`config.mk`:
```
export PLATFORM = sky130hd
export DESIGN_NAME = qpu_exu_top
export DESIGN_NICKNAME = d
export VERILOG_FILES = /design/src/qpu_pkg.sv /design/src/qpu_exu_top.sv /design/src/qpu_exu_ctrl.sv /design/src/qpu_event_trigger.sv /design/src/qpu_event_queue.sv /design/src/qpu_meas_regfile.sv
export SDC_FILE = /design/constraint.sdc
export NUM_CORES = 1
export LEC_CHECK = 0
export ABC_AREA = 1
export ABC_CLOCK_PERIOD_IN_PS = 10300
export BUFFER_PORTS_ARGS = -buffer_cell sky130_fd_sc_hd__buf_2
export CORE_UTILIZATION = 45
export DETAILED_ROUTE_END_ITERATION = 8
export PLACE_DENSITY = 0.67
export SYNTH_ARGS = -nofsm -noshare
export SYNTH_HDL_FRONTEND = slang
export SYNTH_SLANG_ARGS = --single-unit
```
`constraint.sdc`:
```
create_clock -name clk -period 10.3 [get_ports clk]
set_clock_uncertainty 0.1 [all_clocks]
set_input_delay 0.515 -clock clk [delete_from_list [all_inputs] [get_ports clk]]
set_output_delay 0.515 -clock clk [all_outputs]
set_load 0.05 [all_outputs]
```
`src/qpu_pkg.sv`:
```
// QPU execution stage definitions

`default_nettype none

package qpu_pkg;

  ////////////////////////////////////////////////////////////////////////////
  // Widths fixed by the instruction encoding

  localparam int QUBIT_NUM   = 8;
  localparam int QIDX_WIDTH  = 3;   // Selects one of QUBIT_NUM
  localparam int EVENT_NUM   = 4;
  localparam int EDATA_WIDTH = 8;
  localparam int TIME_WIDTH  = 16;
  localparam int WAIT_WIDTH  = 11;  // Wait increment field

  typedef logic [QUBIT_NUM-1:0]   qubit_mask_t;
  typedef logic [QIDX_WIDTH-1:0]  qidx_t;
  typedef logic [EVENT_NUM-1:0]   chan_mask_t;
  typedef logic [EDATA_WIDTH-1:0] edata_t;
  typedef logic [TIME_WIDTH-1:0]  qtime_t;

  ////////////////////////////////////////////////////////////////////////////
  // Instruction encoding

  typedef enum logic [3:0] {
    OP_NOP     = 4'h0,
    OP_QWAIT   = 4'h1,  // Advance the time point
    OP_QEVENT  = 4'h2,  // Queue an event at the current time point
    OP_MEASURE = 4'h3   // Mark qubit pending, queue the readout pulse
  } qpu_op_e;

  // Encoding 2'b11 is reserved and never fires
  typedef enum logic [1:0] {
    COND_ALWAYS  = 2'b00,
    COND_IF_ONE  = 2'b01,
    COND_IF_ZERO = 2'b10
  } qpu_cond_e;

  // 4 + 2 + 3 + 4 + 8 + 11 = 32 bits
  typedef struct packed {
    qpu_op_e                 op;
    qpu_cond_e               cond;
    qidx_t                   qidx;      // Measured or tested qubit
    chan_mask_t              chan;      // Event channels to pulse
    edata_t                  edata;
    logic [WAIT_WIDTH-1:0]   wait_inc;  // Time increment for OP_QWAIT
  } qpu_instr_t;

  ////////////////////////////////////////////////////////////////////////////
  // Event queue entry

  typedef struct packed {
    qtime_t     stamp;  // Time point at issue
    chan_mask_t chan;
    edata_t     edata;
  } event_entry_t;

endpackage

`default_nettype wire
```
`src/qpu_exu_top.sv`:
```
// QPU execution stage top

`timescale 1ns/1ps
`default_nettype none

module qpu_exu_top #(
  parameter int QUEUE_DEPTH = 8
) (
  input  logic                 clk,
  input  logic                 i_reset,

  // Instruction link
  input  logic                 i_valid,
  input  qpu_pkg::qpu_instr_t  i_instr,
  output logic                 o_ready,

  // Measurement unit return
  input  logic                 i_meas_wen,
  input  qpu_pkg::qubit_mask_t i_meas_result,

  // Trigger side
  input  qpu_pkg::qtime_t      i_timer,
  output logic                 o_timer_ena,
  output qpu_pkg::chan_mask_t  o_event_valid,
  output qpu_pkg::edata_t      o_event_data,

  output logic                 o_active
);
  import qpu_pkg::*;

  qubit_mask_t  pending;
  qubit_mask_t  result;
  logic         meas_issue;
  qidx_t        meas_qidx;

  logic         push;
  event_entry_t push_entry;
  logic         full;

  event_entry_t head;
  logic         not_empty;
  logic         pop;

  ////////////////////////////////////////////////////////////////////////////
  // Decode and dispatch

  qpu_exu_ctrl u_ctrl (
    .clk          (clk),
    .i_reset      (i_reset),
    .i_valid      (i_valid),
    .i_instr      (i_instr),
    .o_ready      (o_ready),
    .i_pending    (pending),
    .i_result     (result),
    .i_full       (full),
    .o_push       (push),
    .o_entry      (push_entry),
    .o_meas_issue (meas_issue),
    .o_meas_qidx  (meas_qidx)
  );

  qpu_meas_regfile u_meas (
    .clk           (clk),
    .i_reset       (i_reset),
    .i_meas_issue  (meas_issue),
    .i_meas_qidx   (meas_qidx),
    .i_meas_wen    (i_meas_wen),
    .i_meas_result (i_meas_result),
    .o_pending     (pending),
    .o_result      (result)
  );

  ////////////////////////////////////////////////////////////////////////////
  // Stamped event queue and trigger

  qpu_event_queue #(
    .DEPTH (QUEUE_DEPTH)
  ) u_queue (
    .clk         (clk),
    .i_reset     (i_reset),
    .i_push      (push),
    .i_entry     (push_entry),
    .i_pop       (pop),
    .o_head      (head),
    .o_not_empty (not_empty),
    .o_full      (full)
  );

  qpu_event_trigger u_trigger (
    .clk           (clk),
    .i_reset       (i_reset),
    .i_head        (head),
    .i_not_empty   (not_empty),
    .i_timer       (i_timer),
    .o_pop         (pop),
    .o_event_valid (o_event_valid),
    .o_event_data  (o_event_data)
  );

  assign o_timer_ena = not_empty;  // Timer only needed while events wait

  // Busy while events wait, a readout is outstanding, or work is offered
  assign o_active = not_empty | (|pending) | i_valid;

endmodule

`default_nettype wire

```
`src/qpu_exu_ctrl.sv`:
```
// QPU decode and dispatch control

`timescale 1ns/1ps
`default_nettype none

module qpu_exu_ctrl (
  input  logic                  clk,
  input  logic                  i_reset,

  input  logic                  i_valid,
  input  qpu_pkg::qpu_instr_t   i_instr,
  output logic                  o_ready,

  // Scoreboard and stored results
  input  qpu_pkg::qubit_mask_t  i_pending,
  input  qpu_pkg::qubit_mask_t  i_result,

  // Event queue
  input  logic                  i_full,
  output logic                  o_push,
  output qpu_pkg::event_entry_t o_entry,

  // Measure issue
  output logic                  o_meas_issue,
  output qpu_pkg::qidx_t        o_meas_qidx
);
  import qpu_pkg::*;

  qtime_t time_q;     // Current time point
  logic   run_q;      // Holds o_ready low through reset

  logic   is_wait;
  logic   is_event;
  logic   is_meas;
  logic   uses_queue;
  logic   qubit_dep;
  logic   qubit_busy;
  logic   cond_true;
  logic   stall;
  logic   accept;

  ////////////////////////////////////////////////////////////////////////////
  // Decode

  assign is_wait  = (i_instr.op == OP_QWAIT);
  assign is_event = (i_instr.op == OP_QEVENT);
  assign is_meas  = (i_instr.op == OP_MEASURE);

  assign uses_queue = is_event | is_meas;

  // Measures and conditional events both depend on the addressed qubit
  assign qubit_dep  = is_meas | (is_event & (i_instr.cond != COND_ALWAYS));
  assign qubit_busy = i_pending[i_instr.qidx];

  // Condition against the stored result
  always_comb begin
    case (i_instr.cond)
      COND_ALWAYS:  cond_true = 1'b1;
      COND_IF_ONE:  cond_true = i_result[i_instr.qidx];
      COND_IF_ZERO: cond_true = ~i_result[i_instr.qidx];
      default:      cond_true = 1'b0;  // Reserved
    endcase
  end

  ////////////////////////////////////////////////////////////////////////////
  // Hazard stall and handshake

  // A full queue stalls queue users even when the condition is false
  assign stall  = (uses_queue & i_full) | (qubit_dep & qubit_busy);
  assign o_ready = run_q & ~stall;
  assign accept  = i_valid & o_ready;

  always_ff @(posedge clk) begin
    if (i_reset) begin
      run_q <= 1'b0;
    end else begin
      run_q <= 1'b1;
    end
  end

  ////////////////////////////////////////////////////////////////////////////
  // Time point register

  always_ff @(posedge clk) begin
    if (i_reset) begin
      time_q <= '0;
    end else if (accept && is_wait) begin
      time_q <= time_q + qtime_t'(i_instr.wait_inc);
    end
  end

  ////////////////////////////////////////////////////////////////////////////
  // Dispatch

  // False condition consumes the instruction silently
  assign o_push = accept & (is_meas | (is_event & cond_true));

  assign o_entry.stamp = time_q;        // Stamp before any advance
  assign o_entry.chan  = i_instr.chan;
  assign o_entry.edata = i_instr.edata;

  assign o_meas_issue = accept & is_meas;
  assign o_meas_qidx  = i_instr.qidx;

  // A stalled instruction stays on the link unchanged
  a_instr_hold: assert property (
    @(posedge clk) disable iff (i_reset)
      (i_valid && !o_ready) |=> (!i_valid || $stable(i_instr))
  );

endmodule

`default_nettype wire

```
`src/qpu_event_trigger.sv`:
```
// Timer compare and event pulse stage

`timescale 1ns/1ps
`default_nettype none

module qpu_event_trigger (
  input  logic                  clk,
  input  logic                  i_reset,

  // Queue head
  input  qpu_pkg::event_entry_t i_head,
  input  logic                  i_not_empty,
  input  qpu_pkg::qtime_t       i_timer,
  output logic                  o_pop,

  // One-cycle event pulses
  output qpu_pkg::chan_mask_t   o_event_valid,
  output qpu_pkg::edata_t       o_event_data
);

  logic due;

  ////////////////////////////////////////////////////////////////////////////
  // Head compare

  // Head fires once the unsigned timer reaches its stamp
  assign due   = i_not_empty && (i_timer >= i_head.stamp);
  assign o_pop = due;  // At most one entry per cycle

  ////////////////////////////////////////////////////////////////////////////
  // Output pulse register

  always_ff @(posedge clk) begin
    if (i_reset) begin
      o_event_valid <= '0;
      o_event_data  <= '0;
    end else if (due) begin
      o_event_valid <= i_head.chan;
      o_event_data  <= i_head.edata;
    end else begin
      o_event_valid <= '0;  // Pulse lasts one cycle
      o_event_data  <= '0;
    end
  end

endmodule

`default_nettype wire

```
`src/qpu_event_queue.sv`:
```
// Stamped event FIFO

`timescale 1ns/1ps
`default_nettype none

module qpu_event_queue #(
  parameter int DEPTH = 8
) (
  input  logic                  clk,
  input  logic                  i_reset,

  input  logic                  i_push,
  input  qpu_pkg::event_entry_t i_entry,
  input  logic                  i_pop,

  output qpu_pkg::event_entry_t o_head,
  output logic                  o_not_empty,
  output logic                  o_full
);
  import qpu_pkg::*;

  localparam int PTR_W = (DEPTH > 1) ? $clog2(DEPTH) : 1;
  localparam int CNT_W = $clog2(DEPTH + 1);

  event_entry_t     mem [DEPTH];
  logic [PTR_W-1:0] wr_ptr;
  logic [PTR_W-1:0] rd_ptr;
  logic [CNT_W-1:0] count;

  // Circular increment for any DEPTH, not only powers of two
  function automatic logic [PTR_W-1:0] ptr_next(input logic [PTR_W-1:0] ptr);
    if (ptr == PTR_W'(DEPTH - 1)) begin
      return '0;
    end
    return ptr + 1'b1;
  endfunction

  always_ff @(posedge clk) begin
    if (i_push) begin
      mem[wr_ptr] <= i_entry;
    end
  end

  always_ff @(posedge clk) begin
    if (i_reset) begin
      wr_ptr <= '0;
      rd_ptr <= '0;
      count  <= '0;
    end else begin
      if (i_push) wr_ptr <= ptr_next(wr_ptr);
      if (i_pop)  rd_ptr <= ptr_next(rd_ptr);
      case ({i_push, i_pop})
        2'b10:   count <= count + 1'b1;
        2'b01:   count <= count - 1'b1;
        default: count <= count;  // Both or neither
      endcase
    end
  end

  assign o_head      = mem[rd_ptr];  // Fall-through head
  assign o_not_empty = (count != '0);
  assign o_full      = (count == CNT_W'(DEPTH));

  a_no_pop_empty: assert property (
    @(posedge clk) disable iff (i_reset) i_pop |-> o_not_empty
  );

  a_no_push_full: assert property (
    @(posedge clk) disable iff (i_reset) (i_push && o_full) |-> i_pop
  );

endmodule

`default_nettype wire

```
`src/qpu_meas_regfile.sv`:
```
// Measurement results and qubit scoreboard

`timescale 1ns/1ps
`default_nettype none

module qpu_meas_regfile (
  input  logic                 clk,
  input  logic                 i_reset,

  // Issue from control
  input  logic                 i_meas_issue,
  input  qpu_pkg::qidx_t       i_meas_qidx,

  // Return from the measurement unit
  input  logic                 i_meas_wen,
  input  qpu_pkg::qubit_mask_t i_meas_result,

  output qpu_pkg::qubit_mask_t o_pending,
  output qpu_pkg::qubit_mask_t o_result
);
  import qpu_pkg::*;

  qubit_mask_t pending_q;
  qubit_mask_t result_q;
  qubit_mask_t issue_mask;
  qubit_mask_t ret_mask;

  assign issue_mask = i_meas_issue ? (qubit_mask_t'(1) << i_meas_qidx) : '0;

  // Every pending qubit completes on a return strobe
  assign ret_mask = i_meas_wen ? pending_q : '0;

  always_ff @(posedge clk) begin
    if (i_reset) begin
      pending_q <= '0;
      result_q  <= '0;
    end else begin
      pending_q <= (pending_q & ~ret_mask) | issue_mask;  // New issue wins
      result_q  <= (result_q & ~ret_mask) | (i_meas_result & ret_mask);
    end
  end

  assign o_pending = pending_q;
  assign o_result  = result_q;

  // Control must hold a measure while its qubit is still outstanding
  a_issue_not_pending: assert property (
    @(posedge clk) disable iff (i_reset)
      i_meas_issue |-> !pending_q[i_meas_qidx]
  );

endmodule

`default_nettype wire

```
==> impl_metrics.env, run 1 <==
export IMPL_status="finished clean"
export IMPL_num_rows=60
export IMPL_critPathSlowestCell="inv_2"
export IMPL_synthXorXnorAreaFrac=0.00643
export IMPL_cp_cell_sequence="inv_2 > buf_4 > o21ai_0 > o221ai_1 > o21ai_0 > ha_1 > a21o_1 > o21ai_0 > nand2_1 > nand2_1 > nand3_1 > nand2_1 > inv_1 > ha_1 > nand2_1 > inv_1 > nor2_1 > ha_1 > a21oi_1 > xor2_1 > o21ai_0 > inv_1"
export IMPL_cts_resized=0
export IMPL_layout_drive_gt1_share=0.136
export IMPL_cellPowerDensity_mw_per_mm2=174
export IMPL_fin_ws_ps=5300
export IMPL_maxCapViolCount=0
export IMPL_antenna_found_initial=0
export IMPL_start_util=0.457
export IMPL_synth_fa_ha_area_frac=0.0364
export IMPL_dpl_worst_slack_ps=5330
export IMPL_critPathMaxStageDelay_ps=770
export IMPL_slew_viol_final=0
export IMPL_yosysMostFrequentCell="edfxtp_1"
export IMPL_max_slew_margin=0.338
export IMPL_synth_cell_types=37
export IMPL_synth_edff_count=224
export IMPL_worstSkewPairLatency_ps=560
export IMPL_nFillCells=2361
export IMPL_whs_endpoint="u_queue.mem[0][0]$_DFFE_PP_"
export IMPL_nets=1319
export IMPL_hold_depth=1
export IMPL_cp_max_fo=57
export IMPL_dp_hpwl_mm=15.6
export IMPL_cts_root_buf="clkbuf_16"
export IMPL_cts_htree_levels=1
export IMPL_cp_required_ps=10640
export IMPL_synthSimpleGateAreaFrac=0.151
export IMPL_async_reset_ff_frac=0
export IMPL_die_w_um=167
export IMPL_reg2reg_to="u_queue.count[2]$_SDFFE_PP0P_"
export IMPL_grt_usage=0.196
export IMPL_fmax_ghz=0.200
export IMPL_finalSetupViolCount=0
export IMPL_avgSynthCellArea_sq_um=10.6
export IMPL_yosys_warnings=0
export IMPL_wire_per_inst_um=17.0
export IMPL_min_period_ps=5000
export IMPL_num_vias=8558
export IMPL_ios=75
export IMPL_cts_buffers=29
export IMPL_worstHoldPathType="in -> reg"
export IMPL_rsz0062_at_grt="false"
export IMPL_cts_hold_repair_buffers=0
export IMPL_cp_data_arrival_time_ps=5350
export IMPL_grt_pass1_wl_mm=43.3
export IMPL_place_congestion=0.868
export IMPL_final_hold_viol_count=0
export IMPL_ys_top_cells_by_count="edfxtp_1, nand2_1, nor2_1"
export IMPL_syn_inst=1158
export IMPL_ys_flop_type="edfxtp_1"
export IMPL_worstSetupPathType="reg -> reg"
export IMPL_min_from="i_instr[11]"
export IMPL_grt_start_max_net_pins=61
export IMPL_synth_compound_area_frac=0.120
export IMPL_cts_clk_slew_worst_paths_ps=60
export IMPL_finalCritPeriodShare=0.486
export IMPL_yosys_register_bits=282
export IMPL_cts_sinks=282
export IMPL_r2r_cells=22
export IMPL_regArea_sq_mm=0.00789
export IMPL_synth_nets=1253
export IMPL_grt_pass1_vias=8337
export IMPL_portBuffers=74
export IMPL_reg2reg_slack_ps=5300
export IMPL_tightest_slew_ps=994
export IMPL_post_cts_setup_buffer_count=0
export IMPL_die_h_um=167
export IMPL_fp_dieArea_sq_mm=0.0279
export IMPL_synth_top_family_by_area="simple AND/OR/NAND/NOR gates"
export IMPL_wirelength_mm=27.0
export IMPL_multi_input_area_sq_mm=0.00386
export IMPL_endpoint_kind="register"
export IMPL_clk_path_buf_depth=3
export IMPL_synthesis_area_sq_mm=0.0123
export IMPL_synthMuxAreaShare=0
export IMPL_diodes=0
export IMPL_first_pass_iters=7
export IMPL_core_area_sq_mm=0.0268
export IMPL_grt_overflow_total=0
export IMPL_synth_seq_area_share=0.644
export IMPL_first_iter_violations=766
export IMPL_cts_tree="built"
export IMPL_ys_top_cells_by_area="edfxtp_1, dfxtp_1, nand2_1"
export IMPL_drc=0
export IMPL_areaGrowthSynthToFinish_pct=13.2
export IMPL_antenna_left=0
export IMPL_synth_top_area_share=0.549
export IMPL_avgViaCountPerCell=5.39
export IMPL_irDropWorstVdd_mv=0.130
export IMPL_p_leak_nw=5.30
export IMPL_timing_hold_ws_ps=114
export IMPL_yosys_area_top_type="edfxtp_1"
export IMPL_tns_ps=0
export IMPL_critPathLaunchType="register"
cell type report:
class	instances	share of cell area
flip-flops and latches	282	0.569
clock buffers	42	0.0588
inverters	76	0.0207
clock inverters	12	0.00794
well taps	341	0.0308
multi-input cells	748	0.279
repair buffers	87	0.0338
cell families (layout without fill, tap and decap cells):
group                      Yosys count  after routing
DFF                                282            282
and+or+nand+nor                    453            453
adders and majority gates           35             35
xor gates and xnor gates             9              9
AOI/OAI and AO/OA                  251            251
buffers and inverters              128            217
worst max path at each step:
stage / endpoint / slack, ps / cells past startpoint
floorplan: u_queue.count[2]$_SDFFE_PP0P_ / 6740 / 23
global placement: u_queue.count[2]$_SDFFE_PP0P_ / 5500 / 22
detailed placement: u_queue.count[2]$_SDFFE_PP0P_ / 5330 / 22
CTS: u_queue.count[2]$_SDFFE_PP0P_ / 5300 / 22
global route: u_queue.count[2]$_SDFFE_PP0P_ / 4650 / 23
finish: u_queue.count[2]$_SDFFE_PP0P_ / 5300 / 22
through the flow:
step	total power, mW	instance area (sq um)	util	instances
after floorplan	1.38	12300	-	1158
after global placement	1.43	12900	0.483	1534
after detailed placement	1.43	12900	0.483	1534
after CTS	2.43	13900	0.517	1588
after global routing	2.50	13900	0.517	1588
final	2.41	13900	0.517	1588
state kept, by name, indices dropped and copies added, names as in the netlist, named ones only:
signal / count
u_queue.wr_ptr: 3
u_ctrl.time_q: 16
u_trigger.o_event_valid: 4
u_queue.count: 4
u_queue.mem: 224
u_meas.o_pending: 8
u_ctrl.run_q: 1
u_trigger.o_event_data: 8
u_queue.rd_ptr: 3
report_power, final:
part	total (mW)	switching [mW]	leakage (nW)	internal, mW
clock	1.01	0.430	0.456	0.577
sequential	1.23	0.00771	2.48	1.22
combinational	0.174	0.116	2.36	0.0580
critical path: cells and delay by family (launching register included):
| family | cells | cell delay (ps) |
|---|---|---|
| DFF | 1 | 510 |
| buffers and inverters | 5 | 1560 |
| xor gates and xnor gates | 1 | 160 |
| adders and majority gates | 3 | 730 |
| AOI/OAI and AO/OA | 7 | 1010 |
| and+or+nand+nor | 6 | 770 |
routing by layer:
layer	wire [um]	GRT usage	vias to the layer above
met2	12900	0.325	218
li1	-	-	4196
met3	1380	0.0304	41
met4	587	0.0572	0
met5	0	0	-
met1	12200	0.267	4103
placed cells by master, fill, tap and decap left out, drive strengths merged, types with 11 or more instances in the layout:
cell type and count:
buf 87, o22ai 16, edfxtp 224, inv 75, a21oi 97, dfxtp 58
a221oi 24, ha 34, nor2 164, nand3 32, o221ai 15, nand2 222
clkbuf 42, clkinv 11, o21ai 92, or2 13
No activity file was read; power rests on OpenSTA's default activity.
==> inputs of run 2 (changes only) <==
- ABC_CLOCK_PERIOD_IN_PS: 10300 -> 4900
- clock period: 10.3 -> 4.9 ns (I/O delays scaled with it)
==> run 2 against run 1 <==
Compared with the run above: combinational power up 130%; worst hold slack worse by 69 ps; wire length increased by 1.7%; die area is the same; non-clock buffer count increased by 27; clock-buffer cell count did not move; critical endpoint unchanged.
==> impl_metrics.env, run 2 (synthesis gave the netlist of run 1 again) <==
export IMPL_largest_register_ffs=224
export IMPL_final_cell_mix="edfxtp_1, nand2_1, nor2_1"
export IMPL_p_leak_nw=5.47
export IMPL_finalCritPeriodShare=0.852
export IMPL_cts_buffers=29
export IMPL_power_frac_comb=0.074
export IMPL_whs_endpoint="u_ctrl.time_q[0]$_SDFFE_PP0P_"
export IMPL_first_iter_violations=719
export IMPL_dpl_worst_slack_ps=792
export IMPL_critPathSlowestCell="buf_4"
export IMPL_fp_dieArea_sq_mm=0.0279
export IMPL_die_h_um=167
export IMPL_antenna_left=0
export IMPL_worstHoldPathType="in -> reg"
export IMPL_rsz0062_at_grt="false"
export IMPL_ios=75
export IMPL_reg2reg_to="u_queue.count[2]$_SDFFE_PP0P_"
export IMPL_die_w_um=167
export IMPL_reg2reg_slack_ps=720
export IMPL_status="finished clean"
export IMPL_cp_cell_sequence="inv_2 > buf_4 > o21ai_0 > o221ai_1 > o21ai_0 > ha_1 > a21o_1 > o21ai_0 > nand2_1 > nand2_1 > nand3_1 > nand2_1 > inv_1 > ha_1 > nand2_1 > inv_1 > nor2_1 > ha_1 > a21oi_1 > xor2_1 > o21ai_0 > inv_1"
export IMPL_cts_clk_slew_worst_paths_ps=60
export IMPL_routed_wl_met2_mm=13.0
export IMPL_areaGrowthSynthToFinish_pct=16.1
export IMPL_dp_cells=1540
export IMPL_top_register="u_queue.mem"
export IMPL_total_power_mw=5.28
export IMPL_wire_per_inst_um=17.0
export IMPL_wirelength_mm=27.5
export IMPL_fmax_ghz=0.239
export IMPL_worstSetupPathType="reg -> reg"
export IMPL_nets=1346
export IMPL_seqPwrFrac=0.490
export IMPL_intPower_mw=4.11
export IMPL_wl_met3_mm=1.56
export IMPL_final_cells=1615
export IMPL_worstSkewPairLatency_ps=560
export IMPL_min_from="i_instr[0]"
export IMPL_portBuffers=74
export IMPL_cellPowerDensity_mw_per_mm2=371
export IMPL_maxCapViolCount=0
export IMPL_diodes=0
export IMPL_clockPowerShare=0.436
export IMPL_core_area_sq_mm=0.0268
export IMPL_cts_root_buf="clkbuf_16"
export IMPL_grt_overflow_total=0
export IMPL_start_util=0.457
export IMPL_avgViaCountPerCell=5.32
export IMPL_hold_depth=4
export IMPL_wl_met1_mm=12.4
export IMPL_grt_pass1_vias=8400
export IMPL_grt_usage=0.200
export IMPL_critPathMaxStageDelay_ps=530
export IMPL_finalSetupViolCount=0
export IMPL_num_rows=60
export IMPL_place_congestion=0.842
export IMPL_layout_drive_gt1_share=0.140
export IMPL_tns_ps=0
export IMPL_clk_path_buf_depth=3
export IMPL_cp_required_ps=5240
export IMPL_cts_tree="built"
export IMPL_cp_data_arrival_time_ps=4510
export IMPL_layout_commonest_cell="edfxtp_1"
export IMPL_post_cts_setup_buffer_count=0
export IMPL_top_regs="u_queue.mem x224, u_ctrl.time_q x16"
export IMPL_grt_pass1_wl_mm=44.1
export IMPL_cts_htree_levels=1
export IMPL_tightest_slew_ps=657
export IMPL_slew_viol_final=0
export IMPL_num_vias=8585
export IMPL_dp_hpwl_mm=16.2
export IMPL_top_layer_used="met4"
export IMPL_critPathLaunchType="register"
export IMPL_cp_max_fo=57
export IMPL_cts_sinks=282
export IMPL_endpoint_kind="register"
export IMPL_drc=0
export IMPL_antenna_found_initial=0
export IMPL_power_switching_share=0.222
export IMPL_fin_ws_ps=724
export IMPL_grt_start_max_net_pins=113
export IMPL_first_pass_iters=4
export IMPL_power_switching_mw=1.17
export IMPL_r2r_cells=22
export IMPL_min_period_ps=4180
export IMPL_irDropWorstVdd_mv=0.299
export IMPL_final_hold_viol_count=0
export IMPL_max_slew_margin=0.562
==> run 2: cell types whose count changed in the layout (fill, tap and decap cells not counted) <==
| cell | change |
|---|---|
| clkinvlp_4 | -1 |
| clkbuf_1 | -2 |
| bufinv_16 | +3 |
| dlygate4sd3_1 | +21 |
| buf_12 | +1 |
| buf_4 | +5 |
| clkbuf_8 | +2 |
| clkinv_2 | -2 |
==> run 2: worst max path at each step <==
stage | endpoint | slack (ps) | depth (start not counted)
2_1_floorplan | u_queue.count[2]$_SDFFE_PP0P_ | 1340 | 23
3_3_place_gp | u_queue.count[2]$_SDFFE_PP0P_ | 980 | 22
5_1_grt | u_queue.count[2]$_SDFFE_PP0P_ | 260 | 22
3_5_place_dp | u_queue.count[2]$_SDFFE_PP0P_ | 790 | 22
6_report | u_queue.count[2]$_SDFFE_PP0P_ | 720 | 22
4_1_cts | u_queue.count[2]$_SDFFE_PP0P_ | 740 | 22
==> run 2: power groups by stage <==
stage,sequential [mW],combinational (mW),clock (mW)
detailed placement,2.64,0.378,0
finish,2.59,0.393,2.30
floorplan,2.64,0.255,0
CTS,2.58,0.394,2.34
global route,2.59,0.444,2.43
global placement,2.64,0.368,0
==> run 2: layout make-up <==
type | count | area [sq um]
clock buffers | 42 | 835
clock inverters | 12 | 183
fillers | 2301 | 12600
inverters | 76 | 287
multi-input cells | 748 | 3860
flip-flops and latches | 282 | 7890
well taps | 341 | 427
repair buffers | 114 | 736
==> run 2: through the flow <==
step | hold slack, ps | area (sq um) | util
finish | 45.0 | 14200 | 0.531
global route | 82.9 | 14200 | 0.531
CTS | 1.60 | 14200 | 0.531
detailed placement | 356 | 13000 | 0.485
global placement | 347 | 13000 | 0.485
floorplan | 244 | 12300 | -
==> run 2: routing by layer <==
layer | vias to the layer above | track usage
li1 | 4248 | -
met5 | - | 0
met1 | 4071 | 0.271
met4 | 0 | 0.0483
met3 | 36 | 0.0299
met2 | 230 | 0.337
==> run 2: worst max-delay path, delay by kind of cell, from the launching register on <==
family | cells | cell delay [ps]
AOI/OAI and AO/OA | 7 | 1020
buffers and inverters | 5 | 870
and+or+nand+nor | 6 | 820
adders and majority gates | 3 | 750
DFF | 1 | 350
xor gates and xnor gates | 1 | 160
==> run 2: repair_timing <==
| action | 4_1_cts | 5_1_grt |
|---|---|---|
| setup endpoints to repair | 0 | 0 |
| hold buffers | 21 | 0 |
| hold endpoints to repair | 105 | 0 |
| gates resized for setup | 0 | 0 |
